`config.mk`:
```
export PLATFORM = sky130hd
export DESIGN_NAME = fetch_predictor
export DESIGN_NICKNAME = d
export VERILOG_FILES = /design/src/logic/core_pkg.sv /design/src/logic/bht_pkg.sv /design/src/logic/lutram_dual_port.sv /design/src/logic/plru_tree.sv /design/src/logic/bht_init_sweep.sv /design/src/logic/bht.sv /design/src/logic/fetch_predictor.sv
export SDC_FILE = /design/constraint.sdc
export NUM_CORES = 1
export LEC_CHECK = 0
export BUFFER_PORTS_ARGS = -buffer_cell sky130_fd_sc_hd__clkbuf_2
export CAP_MARGIN = 10
export CORE_UTILIZATION = 43
export CTS_CLUSTER_DIAMETER = 100
export DETAILED_ROUTE_END_ITERATION = 10
export SKIP_CTS_REPAIR_TIMING = 1
export SYNTH_ARGS = -nofsm -noshare
export SYNTH_HDL_FRONTEND = slang
export SYNTH_SLANG_ARGS = --single-unit
```
`constraint.sdc`:
```
create_clock -name clk -period 14.66 [get_ports clk]
set_clock_uncertainty 0.2 [all_clocks]
set_input_delay 4.398 -clock clk [delete_from_list [all_inputs] [get_ports clk]]
set_output_delay 4.398 -clock clk [all_outputs]
set_load 0.02 [all_outputs]
```
`src/logic/core_pkg.sv`:
```
package core_pkg;

    // instruction address as seen by the fetch and execute stages
    localparam int addr_width = 32;

    typedef logic [addr_width-1:0] addr_t;

endpackage

```
`src/logic/bht_pkg.sv`:
```
package bht_pkg;

    // stored tag is pc[2] plus the address bits above the set index
    localparam int tag_width = 18;

    typedef logic [tag_width-1:0] tag_t;

    // 2-bit saturating direction counter whose msb predicts taken
    typedef logic [1:0] counter_t;

    localparam counter_t counter_strong_not_taken = 2'b00;
    localparam counter_t counter_strong_taken = 2'b11;

    // init sweep FSM
    typedef enum logic [1:0] {
        sweep_idle,
        sweep_run,
        sweep_done
    } sweep_state_t;

    // one step toward the resolved outcome, saturating at both ends
    function automatic counter_t counter_step(counter_t cnt, logic taken);
        counter_t next;
        if (taken) begin
            if (cnt == counter_strong_taken) begin
                next = cnt;
            end else begin
                next = cnt + 2'd1;
            end
        end else begin
            if (cnt == counter_strong_not_taken) begin
                next = cnt;
            end else begin
                next = cnt - 2'd1;
            end
        end
        return next;
    endfunction

endpackage

```
`src/logic/lutram_dual_port.sv`:
```
`timescale 1ns/1ps

module lutram_dual_port #(
    parameter int addr_width = 4,
    parameter int data_width = 32,
    parameter int byte_width = 8
) (
    input  logic                               clk,
    input  logic                               write_en,
    input  logic [addr_width-1:0]              addr_1,
    input  logic [data_width-1:0]              wdata,
    input  logic [data_width/byte_width-1:0]   strobe,
    output logic [data_width-1:0]              rdata_1,
    input  logic [addr_width-1:0]              addr_2,
    output logic [data_width-1:0]              rdata_2
);

    localparam int byte_num = data_width / byte_width;
    localparam int depth = 2 ** addr_width;

    logic [data_width-1:0] mem [depth];

    // port 1 writes only the lanes selected by strobe
    always_ff @(posedge clk) begin
        if (write_en) begin
            for (int i = 0; i < byte_num; i++) begin
                if (strobe[i]) begin
                    mem[addr_1][i*byte_width +: byte_width] <= wdata[i*byte_width +: byte_width];
                end
            end
        end
    end

    // both ports read without a clock
    assign rdata_1 = mem[addr_1];
    assign rdata_2 = mem[addr_2];

    // lanes must tile the word exactly or strobes would leave bits unwritable
    assert property (@(posedge clk) (data_width % byte_width) == 0)
        else $error("data_width %0d is not a multiple of byte_width %0d",
                    data_width, byte_width);

endmodule

```
`src/logic/plru_tree.sv`:
```
`timescale 1ns/1ps

module plru_tree #(
    parameter int associativity = 2,
    parameter int set_num = 8,
    localparam int index_bits = $clog2(set_num),
    localparam int way_bits = $clog2(associativity)
) (
    input  logic                  clk,
    input  logic                  arst_n,
    input  logic                  touch_en,
    input  logic [index_bits-1:0] touch_index,
    input  logic [way_bits-1:0]   touch_way,
    input  logic [index_bits-1:0] victim_index,
    output logic [way_bits-1:0]   victim_way
);

    // node n has children 2n+1 (bit 0) and 2n+2 (bit 1) in heap order
    localparam int node_num = associativity - 1;

    typedef logic [node_num-1:0] tree_t;

    tree_t tree_q [set_num];
    tree_t touch_tree;

    // walk from the root along the touched way, pointing each node the other way
    always_comb begin
        int node;
        logic branch;
        touch_tree = tree_q[touch_index];
        node = 0;
        for (int lvl = 0; lvl < way_bits; lvl++) begin
            branch = touch_way[way_bits-1-lvl];
            touch_tree[node] = ~branch;
            node = 2 * node + 1 + int'(branch);
        end
    end

    always_ff @(posedge clk or negedge arst_n) begin
        if (!arst_n) begin
            for (int s = 0; s < set_num; s++) begin
                tree_q[s] <= '0;
            end
        end else if (touch_en) begin
            tree_q[touch_index] <= touch_tree;
        end
    end

    // victim follows the node bits down from the root
    // reads the registered state, so a same-cycle touch is not seen
    always_comb begin
        int node;
        tree_t cur;
        cur = tree_q[victim_index];
        node = 0;
        victim_way = '0;
        for (int lvl = 0; lvl < way_bits; lvl++) begin
            victim_way[way_bits-1-lvl] = cur[node];
            node = 2 * node + 1 + int'(cur[node]);
        end
    end

    // the lookup side must present a clean set index whenever it touches
    assert property (@(posedge clk) disable iff (!arst_n)
        touch_en |-> !$isunknown(touch_index))
        else $error("plru touch with unknown index");

endmodule

```
`src/logic/bht_init_sweep.sv`:
```
`timescale 1ns/1ps

module bht_init_sweep #(
    parameter int associativity = 2,
    parameter int set_num = 8,
    localparam int index_bits = $clog2(set_num),
    localparam int way_bits = $clog2(associativity)
) (
    input  logic                  clk,
    input  logic                  arst_n,
    output logic                  sweep_active,
    output logic [index_bits-1:0] sweep_addr_index,
    output logic [way_bits-1:0]   sweep_addr_way,
    output logic                  ready
);

    import bht_pkg::*;

    localparam int entry_num = set_num * associativity;
    localparam int count_bits = index_bits + way_bits;

    sweep_state_t state;
    sweep_state_t state_next;
    logic [count_bits-1:0] count;
    logic last;

    // entry 0 is already written on the edge that leaves idle
    always_ff @(posedge clk or negedge arst_n) begin
        if (!arst_n) begin
            state <= sweep_idle;
            count <= '0;
        end else begin
            state <= state_next;
            if (sweep_active) begin
                count <= count + 1'b1;
            end
        end
    end

    assign last = (count == count_bits'(entry_num - 1));

    always_comb begin
        state_next = state;
        unique case (state)
            sweep_idle: state_next = last ? sweep_done : sweep_run;
            sweep_run:  state_next = last ? sweep_done : sweep_run;
            default:    state_next = sweep_done;
        endcase
    end

    assign sweep_active = (state != sweep_done);
    assign ready = (state == sweep_done);

    // count is {index, way} with the way in the low bits
    assign sweep_addr_index = count[count_bits-1 -: index_bits];
    assign sweep_addr_way = count[way_bits-1:0];

    // once the table is clean it stays usable until the next reset
    assert property (@(posedge clk) disable iff (!arst_n) ready |=> ready)
        else $error("ready dropped after init sweep");

endmodule

```
`src/logic/bht.sv`:
```
`timescale 1ns/1ps

module bht #(
    parameter int associativity = 2,
    parameter int set_num = 8,
    localparam int index_bits = $clog2(set_num),
    localparam int way_bits = $clog2(associativity)
) (
    input  logic                  clk,
    input  logic                  arst_n,
    input  core_pkg::addr_t       fetch_pc,
    input  logic                  train_valid,
    input  core_pkg::addr_t       train_pc,
    input  core_pkg::addr_t       train_target,
    input  logic                  train_taken,
    input  logic                  sweep_active,
    input  logic [index_bits-1:0] sweep_addr_index,
    input  logic [way_bits-1:0]   sweep_addr_way,
    output logic                  hit,
    output logic                  hit_pc,
    output logic                  hit_pcp4,
    output logic                  predict_taken,
    output core_pkg::addr_t       predict_target
);

    import core_pkg::*;
    import bht_pkg::*;

    // meta entry is {valid, tag}
    localparam int meta_width = 1 + tag_width;
    localparam int entry_bits = index_bits + way_bits;

    typedef logic [index_bits-1:0] index_t;
    typedef logic [way_bits-1:0] way_t;
    typedef logic [meta_width-1:0] meta_t;
    typedef logic [entry_bits-1:0] entry_t;

    index_t fetch_index;
    tag_t tag_pc;
    tag_t tag_pcp4;
    meta_t [associativity-1:0] fetch_meta;
    logic pc_match;
    logic pcp4_match;
    way_t pc_way;
    way_t pcp4_way;
    way_t hit_way;
    entry_t rd_entry;
    addr_t fetch_target;
    counter_t fetch_counter;

    index_t train_index;
    tag_t train_tag;
    meta_t [associativity-1:0] train_meta;
    logic train_match;
    way_t train_way;
    way_t victim_way;
    counter_t train_counter;
    logic do_step;
    logic do_alloc;

    index_t wr_index;
    way_t wr_way;
    entry_t wr_entry;
    logic [associativity-1:0] way_strobe;
    meta_t [associativity-1:0] meta_wdata;
    addr_t target_wdata;
    counter_t counter_wdata;
    logic dup_tag;

    // index sits above bit 3 so pc and pc+4 share a set, bit 2 goes in the tag
    function automatic index_t get_index(addr_t pc);
        return pc[3 +: index_bits];
    endfunction

    function automatic tag_t get_tag(addr_t pc);
        return {pc[3 + index_bits +: tag_width - 1], pc[2]};
    endfunction

    function automatic logic entry_matches(meta_t m, tag_t t);
        return m[meta_width-1] && (m[tag_width-1:0] == t);
    endfunction

    // lookup side
    assign fetch_index = get_index(fetch_pc);
    assign tag_pc = get_tag(fetch_pc);
    assign tag_pcp4 = get_tag(fetch_pc + addr_t'(4));

    always_comb begin
        pc_match = 1'b0;
        pc_way = '0;
        pcp4_match = 1'b0;
        pcp4_way = '0;
        for (int w = 0; w < associativity; w++) begin
            if (entry_matches(fetch_meta[w], tag_pc)) begin
                pc_match = 1'b1;
                pc_way = way_t'(w);
            end
            if (entry_matches(fetch_meta[w], tag_pcp4)) begin
                pcp4_match = 1'b1;
                pcp4_way = way_t'(w);
            end
        end
    end

    // the earlier slot wins when both hold a branch
    assign hit_way = pc_match ? pc_way : pcp4_way;
    assign rd_entry = {fetch_index, hit_way};

    assign hit = pc_match | pcp4_match;
    assign hit_pc = pc_match;
    assign hit_pcp4 = pcp4_match;
    assign predict_taken = hit & fetch_counter[1];
    assign predict_target = hit ? fetch_target : '0;

    // training side
    assign train_index = get_index(train_pc);
    assign train_tag = get_tag(train_pc);

    always_comb begin
        train_match = 1'b0;
        train_way = '0;
        for (int w = 0; w < associativity; w++) begin
            if (entry_matches(train_meta[w], train_tag)) begin
                train_match = 1'b1;
                train_way = way_t'(w);
            end
        end
    end

    // a not-taken miss falls through both and is dropped
    assign do_step = train_valid & ~sweep_active & train_match;
    assign do_alloc = train_valid & ~sweep_active & ~train_match & train_taken;

    // port 1 of every table is shared by the sweep and training
    assign wr_index = sweep_active ? sweep_addr_index : train_index;

    always_comb begin
        if (sweep_active) begin
            wr_way = sweep_addr_way;
        end else if (train_match) begin
            wr_way = train_way;
        end else begin
            wr_way = victim_way;
        end
    end

    assign wr_entry = {wr_index, wr_way};
    assign way_strobe = {{(associativity-1){1'b0}}, 1'b1} << wr_way;

    always_comb begin
        for (int w = 0; w < associativity; w++) begin
            meta_wdata[w] = sweep_active ? meta_t'(0) : {1'b1, train_tag};
        end
    end

    assign target_wdata = sweep_active ? '0 : train_target;
    assign counter_wdata = do_step ? counter_step(train_counter, train_taken)
                                   : counter_strong_taken;

    // one word per set, one strobe lane per way
    lutram_dual_port #(
        .addr_width (index_bits),
        .data_width (associativity * meta_width),
        .byte_width (meta_width)
    ) meta_ram (
        .clk      (clk),
        .write_en (sweep_active | do_alloc),
        .addr_1   (wr_index),
        .wdata    (meta_wdata),
        .strobe   (way_strobe),
        .rdata_1  (train_meta),
        .addr_2   (fetch_index),
        .rdata_2  (fetch_meta)
    );

    // targets are written on allocation only
    lutram_dual_port #(
        .addr_width (entry_bits),
        .data_width (addr_width),
        .byte_width (addr_width)
    ) target_ram (
        .clk      (clk),
        .write_en (sweep_active | do_alloc),
        .addr_1   (wr_entry),
        .wdata    (target_wdata),
        .strobe   (1'b1),
        .rdata_1  (),
        .addr_2   (rd_entry),
        .rdata_2  (fetch_target)
    );

    lutram_dual_port #(
        .addr_width (entry_bits),
        .data_width ($bits(counter_t)),
        .byte_width ($bits(counter_t))
    ) counter_ram (
        .clk      (clk),
        .write_en (sweep_active | do_alloc | do_step),
        .addr_1   (wr_entry),
        .wdata    (counter_wdata),
        .strobe   (1'b1),
        .rdata_1  (train_counter),
        .addr_2   (rd_entry),
        .rdata_2  (fetch_counter)
    );

    plru_tree #(
        .associativity (associativity),
        .set_num       (set_num)
    ) plru_i (
        .clk          (clk),
        .arst_n       (arst_n),
        .touch_en     (hit & ~sweep_active),
        .touch_index  (fetch_index),
        .touch_way    (hit_way),
        .victim_index (train_index),
        .victim_way   (victim_way)
    );

    // allocation only happens on a miss, so a set never holds a tag twice
    always_comb begin
        dup_tag = 1'b0;
        for (int i = 0; i < associativity; i++) begin
            for (int j = i + 1; j < associativity; j++) begin
                if (fetch_meta[i][meta_width-1] && fetch_meta[j][meta_width-1] &&
                    fetch_meta[i][tag_width-1:0] == fetch_meta[j][tag_width-1:0]) begin
                    dup_tag = 1'b1;
                end
            end
        end
    end

    assert property (@(posedge clk) disable iff (!arst_n || sweep_active) !dup_tag)
        else $error("duplicate tag in set %0d", fetch_index);

endmodule

```
`src/logic/fetch_predictor.sv`:
```
`timescale 1ns/1ps

module fetch_predictor #(
    parameter int associativity = 2,
    parameter int set_num = 8
) (
    input  logic            clk,
    input  logic            arst_n,
    input  core_pkg::addr_t fetch_pc,
    input  logic            train_valid,
    input  core_pkg::addr_t train_pc,
    input  core_pkg::addr_t train_target,
    input  logic            train_taken,
    output logic            ready,
    output logic            hit,
    output logic            hit_pc,
    output logic            hit_pcp4,
    output logic            predict_taken,
    output core_pkg::addr_t predict_target,
    output core_pkg::addr_t next_fetch_pc
);

    import core_pkg::*;

    localparam int index_bits = $clog2(set_num);
    localparam int way_bits = $clog2(associativity);

    logic sweep_active;
    logic [index_bits-1:0] sweep_addr_index;
    logic [way_bits-1:0] sweep_addr_way;
    logic bht_hit;
    logic bht_hit_pc;
    logic bht_hit_pcp4;
    logic bht_predict_taken;
    addr_t bht_predict_target;

    bht_init_sweep #(
        .associativity (associativity),
        .set_num       (set_num)
    ) sweep_i (
        .clk              (clk),
        .arst_n           (arst_n),
        .sweep_active     (sweep_active),
        .sweep_addr_index (sweep_addr_index),
        .sweep_addr_way   (sweep_addr_way),
        .ready            (ready)
    );

    // trainings that arrive before the table is clean are dropped
    bht #(
        .associativity (associativity),
        .set_num       (set_num)
    ) bht_i (
        .clk              (clk),
        .arst_n           (arst_n),
        .fetch_pc         (fetch_pc),
        .train_valid      (train_valid & ready),
        .train_pc         (train_pc),
        .train_target     (train_target),
        .train_taken      (train_taken),
        .sweep_active     (sweep_active),
        .sweep_addr_index (sweep_addr_index),
        .sweep_addr_way   (sweep_addr_way),
        .hit              (bht_hit),
        .hit_pc           (bht_hit_pc),
        .hit_pcp4         (bht_hit_pcp4),
        .predict_taken    (bht_predict_taken),
        .predict_target   (bht_predict_target)
    );

    // table contents are meaningless until the sweep finishes
    assign hit = ready & bht_hit;
    assign hit_pc = ready & bht_hit_pc;
    assign hit_pcp4 = ready & bht_hit_pcp4;
    assign predict_taken = ready & bht_predict_taken;
    assign predict_target = ready ? bht_predict_target : '0;

    // fall through to the next packet unless a hit predicts taken
    assign next_fetch_pc = (hit & predict_taken) ? predict_target : fetch_pc + addr_t'(8);

endmodule

```
After elaboration in Yosys (flattened, before gate mapping):

Memory sizes are Yosys's and may differ from the RTL's.
Index checks and enable logic that the tools add are counted.

* muxes and demuxes: 40
* add/sub/neg operators: 5
* equal/unequal tests: 11
* reductions and logical operators: 10
* bitwise logic cells: 20
* shifts and indexed selects: 1
* $lt $le $gt $ge: 3

Operators with widths (count)
* $mux W32: 4
* $eq A18 B18 Y1: 6
* $add A32 B4 Y32 const B: 1
* $mux W1: 25
* $add A23 B3 Y23 const B: 1
* $mux W19: 1
* $and A1 B1 Y1: 12
* $mux W2: 6
* $bwmux W8: 1
* $ge A4 B4 Y1 const B: 2
* $not A3 Y4: 2
* $logic_and A1 B1 Y1: 7
* $add A4 B1 Y4 const B: 1
* $eq A2 B2 Y1 const B: 2
* $eq A4 B4 Y1 const B: 1
* $logic_not A2 Y1: 2
* $lt A4 B1 Y1 const B: 1
* $bmux W1 S3: 1
* $demux W1 S3: 1
* $mux W3: 1
* $not A1 Y1: 3
* $or A1 B1 Y1: 3
* $add A2 B1 Y2 const B: 1
* $eq A2 B1 Y1 const B: 1
* 4 further kinds: 4

* memories kept: 3
* RAM bits: 848
* input bits: 100
* word-level logic and storage cells: 103
* register bits after elaboration: 14
* output and inout port bits: 69

Memories
* bht_i.target_ram.mem: words 16, bits a word 32, rd ports 1, clocked after memory_dff 0, wr ports 1, RTL line lutram_dual_port.sv:21 `logic [data_width-1:0] mem [depth];`
* bht_i.meta_ram.mem: words 8, bits a word 38, rd ports 2, clocked after memory_dff 0, wr ports 1, RTL line lutram_dual_port.sv:21
* bht_i.counter_ram.mem: words 16, bits a word 2, rd ports 2, clocked after memory_dff 0, wr ports 1, RTL line lutram_dual_port.sv:21

Longest topological paths before layout:

An unclocked memory read counts as a cell.

* depth after elaboration: 14
* mapped depth: 20
* depth with buffers taken out: 14

By module:

A second synthesis with hierarchy kept.

* cell total of the unflattened synthesis: 2419
* area, all modules: 42913.7 µm²

Modules (own cells, without submodules)
* lutram_dual_port at bht_i.target_ram: sequential area each 15374.7 µm², cells each 1082, times used 1, area an instance 22940.8 µm²
* lutram_dual_port at bht_i.meta_ram: sequential area each 9128.8 µm², cells each 599, times used 1, area an instance 13749.4 µm²
* bht: sequential area each 0.0 µm², cells each 365, times used 1, area an instance 2645.0 µm²
* lutram_dual_port at bht_i.counter_ram: sequential area each 960.9 µm², cells each 100, times used 1, area an instance 1634.1 µm²
* fetch_predictor: sequential area each 0.0 µm², cells each 219, times used 1, area an instance 1247.4 µm²
* plru_tree: sequential area each 200.2 µm², cells each 36, times used 1, area an instance 449.2 µm²
* bht_init_sweep: sequential area each 150.1 µm², cells each 18, times used 1, area an instance 247.7 µm²

Least setup slack after synthesis:

OpenSTA, ideal clock, no wires.

* kind: input port to output port
* start: input port fetch_pc[3]
* end: output port next_fetch_pc[13]
* path buffers: 5
* data required time: 10062 ps
* arrival: 8656 ps
* stages: 14
* setup slack: 1406 ps
* cell sequence: buf_4 buf_2 buf_2 mux4_2 a221o_1 xnor2_1 or4_1 o41a_1 a21oi_1 buf_4 clkbuf_1 nand4_1 nor4_2 mux2_2

* elaborated cells between the ends (all ways): 28
* those cells by class: add/sub: 2; eq/ne: 4; mux: 10; bitwise: 5; reduce/logical: 4; memory: 3

RTL lines
* start, declared: RTL line fetch_predictor.sv:9 `input core_pkg::addr_t fetch_pc,`
* parallel branches: the longest is 7 deep, another holds $mem_v2 Z16 W32
* $mux W32 (*): RTL line bht.sv:113 `assign predict_target = hit ? fetch_target : '0;`
* $mux W32 (*): RTL line fetch_predictor.sv:76 `assign predict_target = ready ? bht_predict_target : '0;`
* named net predict_target[13]: RTL line fetch_predictor.sv:19 `output core_pkg::addr_t predict_target,`
* $mux W32 (*): RTL line fetch_predictor.sv:79 `assign next_fetch_pc = (hit & predict_taken) ? predict_target : fetch_pc + addr_t'(8);`
* end, declared: RTL line fetch_predictor.sv:20 `output core_pkg::addr_t next_fetch_pc`

Mark *: on every way through the listed nets, which the timed path passes.

Worst setup path after layout:

* start: input port fetch_pc[4]
* end: output port next_fetch_pc[0]

* cells in the longest elaborated chain, start to end: 11
* elaborated cells between the ends (all ways): 27
* those cells by class: add/sub: 1; eq/ne: 4; mux: 10; bitwise: 5; reduce/logical: 4; memory: 3

Ends and longest elaborated chain (RTL line)
* parallel branches: the longest is 10 deep, another holds $add A23 B3 Y23
* $mux W32 (*): fetch_predictor.sv:79

Mark *: on every way between the ends.

==> flow_summary.yaml <==
placement:
  dp_slack_ns: 0.4326
  io_buffers: 157
  dp_hpwl_microns: 91350
  dpl.cell_count: 4831
  place_congestion: 0.9217
  place_area_sq_um: 46360
sta:
  fmax_ghz: 0.06943
  tightestPinTransition_ns: 1.237
  layout_setup_ws_ns: 0.2573
  max-slew-margin-rel: 0.1542
  rsz0062_at_grt: "false"
  hold_viol: 0
  setup_violations: 0
  finalHoldWorstSlack_ns: 0.3075
  tns_ns: 0
  post-route-period-util: 0.9824
  drv_slew: 0
  fin_crit_ns: 14.40
critical_path:
  cp_max_fo: 26
  crit_chain: "buf_4 > mux4_2 > mux2i_1 > xnor2_1 > or4b_1 > or3_1 > nor3_1 > nand4_1 > o21ai_4 > buf_12 > buf_12 > buf_4 > mux2i_1 > a22oi_1 > o21ai_1 > nor4_2 > mux2_2 > clkbuf_2"
  setup.worst_path.start_class: "primary input"
  slowest_stage: "or4b_1"
  crit_path_end_kind: "output port"
  critPathBufInv: 5
  crit_type: "in -> out"
  max_stage_delay_ns: 0.57
  reg2reg_from: "sweep_i.state[0]"
  crit_required_ns: 10.06
  crit_path_start: "fetch_pc[4]"
  critical_path.top_delay_family: "simple AND/OR/NAND/NOR gates"
  cp.arrival_ns: 9.80
hold_path:
  hp-class: "reg -> reg"
  hold_path.startpoint: "bht_i.plru_i.tree_q[0]"
floorplan:
  start_util: 0.4366
  core_sq_um: 98850
  dieArea_sq_um: 101600
  die_w_microns: 318.8
  io-pin-count: 169
  fp.dieH_microns: 318.8
  num_rows: 115
pwr:
  power.density_nw_per_um2: 111.3
  ir_worst_vdd_uv: 83.07
  p_leak_nw: 16.65
  total_power_mw: 5.504
job:
  maxCapViolCount: 0
final_layout:
  design_area_sq_um: 49440
  multiInputGateArea_sq_um: 16220
  layout-drive-gt1-share: 0.1949
  final_cell_mix: "edfxtp_1, nand2_1, mux2i_1, nor3_1, nor2_1"
  seq_area_sq_um: 25820
  syn_to_final_growth_pct: 14.54
  final_util: 0.5001
  fillers: 8547
  stdcell_count: 5002
  n_antenna_cell: 0
  nNetsFinal: 3740
  final_common_cell: "edfxtp_1"
drt:
  drt_wl_total_microns: 147200
  viasPerCell: 6.339
  wl_per_cell_microns: 29.43
  drc: 0
  drtPass1Iterations: 6
  dr.first_iter.drc_count: 4020
  num_vias: 31706
  antenna_left: 0
logic_synthesis:
  ys_warn_count: 0
  synthTopCellsByArea: "edfxtp_1, mux2i_1, nand2_1"
  avgSynthCellArea_sq_um: 12.47
  yosysTopAreaCell: "edfxtp_1"
  synth_fp_nets: 3562
  ys_ff_latch: 862
  synth_area_sq_um: 43160
  synth_edf_count: 848
  async_flop_share: 0.01624
  syn_inst: 3460
  synth_ff_type: "edfxtp_1"
  yosysUniqueCellTypes: 74
  ys_seq_area_frac: 0.5981
  synth_top_area_frac: 0.5900
clocking:
  cts-buffers-inserted: 92
  htreeDepth: 3
  clk_pin_slew_ns: 0.06
  clkSinkCount: 862
  cts_root_buf: "clkbuf_16"
  cts_tree: "done"
  clock_latency_ns: 0.68
  cts.path.max_buffers: 3
grt:
  grt-ovfl-total: 0
  antenna_found_initial: 5
  gr-usage-all-layers: 0.2846
  grt_pass1_wl_microns: 209800
  grt_pass1_vias: 30070
  grt_max_degree: 117
status:
  outcome: "finished, final reports clean"
-- routing by layer --
layer / wire length (microns) / up-vias / global-route usage
met5: 36 / - / 0
met4: 5506 / 6 / 0.1040
met3: 16540 / 316 / 0.06744
met2: 64350 / 1818 / 0.4270
met1: 60790 / 15907 / 0.4008
li1: - / 13659 / -
-- flip-flops by register name, summed over array words and instances, names as in the netlist --
register	count
bht_i.counter_ram.mem	32
sweep_i.state	2
bht_i.target_ram.mem	512
sweep_i.count	4
bht_i.meta_ram.mem	304
bht_i.plru_i.tree_q	8
-- worst reg2reg max path: stages (launching register included) --
cell      delay, ns
dfrtp_1        0.38
nand2b_4       0.34
buf_4          0.42
inv_6          0.62
buf_4          0.78
mux2i_1        0.33
o32ai_1        0.12
o31ai_1        0.44
nand4_1        0.21
or4b_1         0.64
or4_1          0.56
a31oi_1        0.62
nand2_1        0.68
nor2_4         1.07
buf_4          0.48
-- worst paths after layout --
| path | slack (ns) | end | depth (start not counted) |
|---|---|---|---|
| worst min-delay path | 0.31 | bht_i.plru_i.tree_q[0] | 1 |
| worst min register to register | 0.31 | bht_i.plru_i.tree_q[0] | 1 |
| worst max-delay path | 0.26 | next_fetch_pc[0] | 18 |
| max in group asynchronous | 10.52 | sweep_i.count[1] | 1 |
| worst max register to register | 6.42 | bht_i.target_ram.mem[1][16] | 14 |
| min in group asynchronous | 3.42 | bht_i.plru_i.tree_q[3] | 1 |
-- cell usage after synthesis, drive strengths merged (11+ instances only) --
master / n
nand2: 361
o22ai: 104
mux2: 115
nand4: 50
dfrtp: 14
inv: 55
a211oi: 92
and2: 57
xor2: 45
nand2b: 14
a221o: 11
nand3: 18
edfxtp: 848
clkbuf: 162
buf: 110
nor2: 223
nor3: 225
xnor2: 78
a2111oi: 13
a22oi: 69
mux4: 39
a21oi: 22
o21ai: 153
nor4: 53
a221oi: 29
and3: 15
or3: 14
o32ai: 35
mux2i: 336
-- cell families (layout without fill, tap and decap cells) --
| family | Yosys count | after routing | share of synthesized area |
|---|---|---|---|
| buf+inv | 327 | 582 | 0.03250 |
| simple gates | 1068 | 1068 | 0.1194 |
| fa+ha+maj | 2 | 2 | 0.0005797 |
| xor+xnor | 127 | 127 | 0.02705 |
| mux | 490 | 490 | 0.1284 |
| compound gates | 584 | 584 | 0.09407 |
| flops | 862 | 862 | 0.5981 |
-- final cells by class --
class,instances,share of cell area
Clock inverter,58,0.01281
Timing Repair Buffer,356,0.05069
Inverter,55,0.004277
Clock buffer,113,0.04945
Multi-Input combinational cell,2271,0.3280
Tap cell,1287,0.03257
Sequential cell,862,0.5222
-- power breakdown --
part | switching [mW] | internal [mW]
Clock | 1.00 | 1.39
Combinational | 0.278 | 0.130
Sequential | 0.000767 | 2.71
Total | 1.28 | 4.23
No activity file was read; power rests on OpenSTA's default activity.
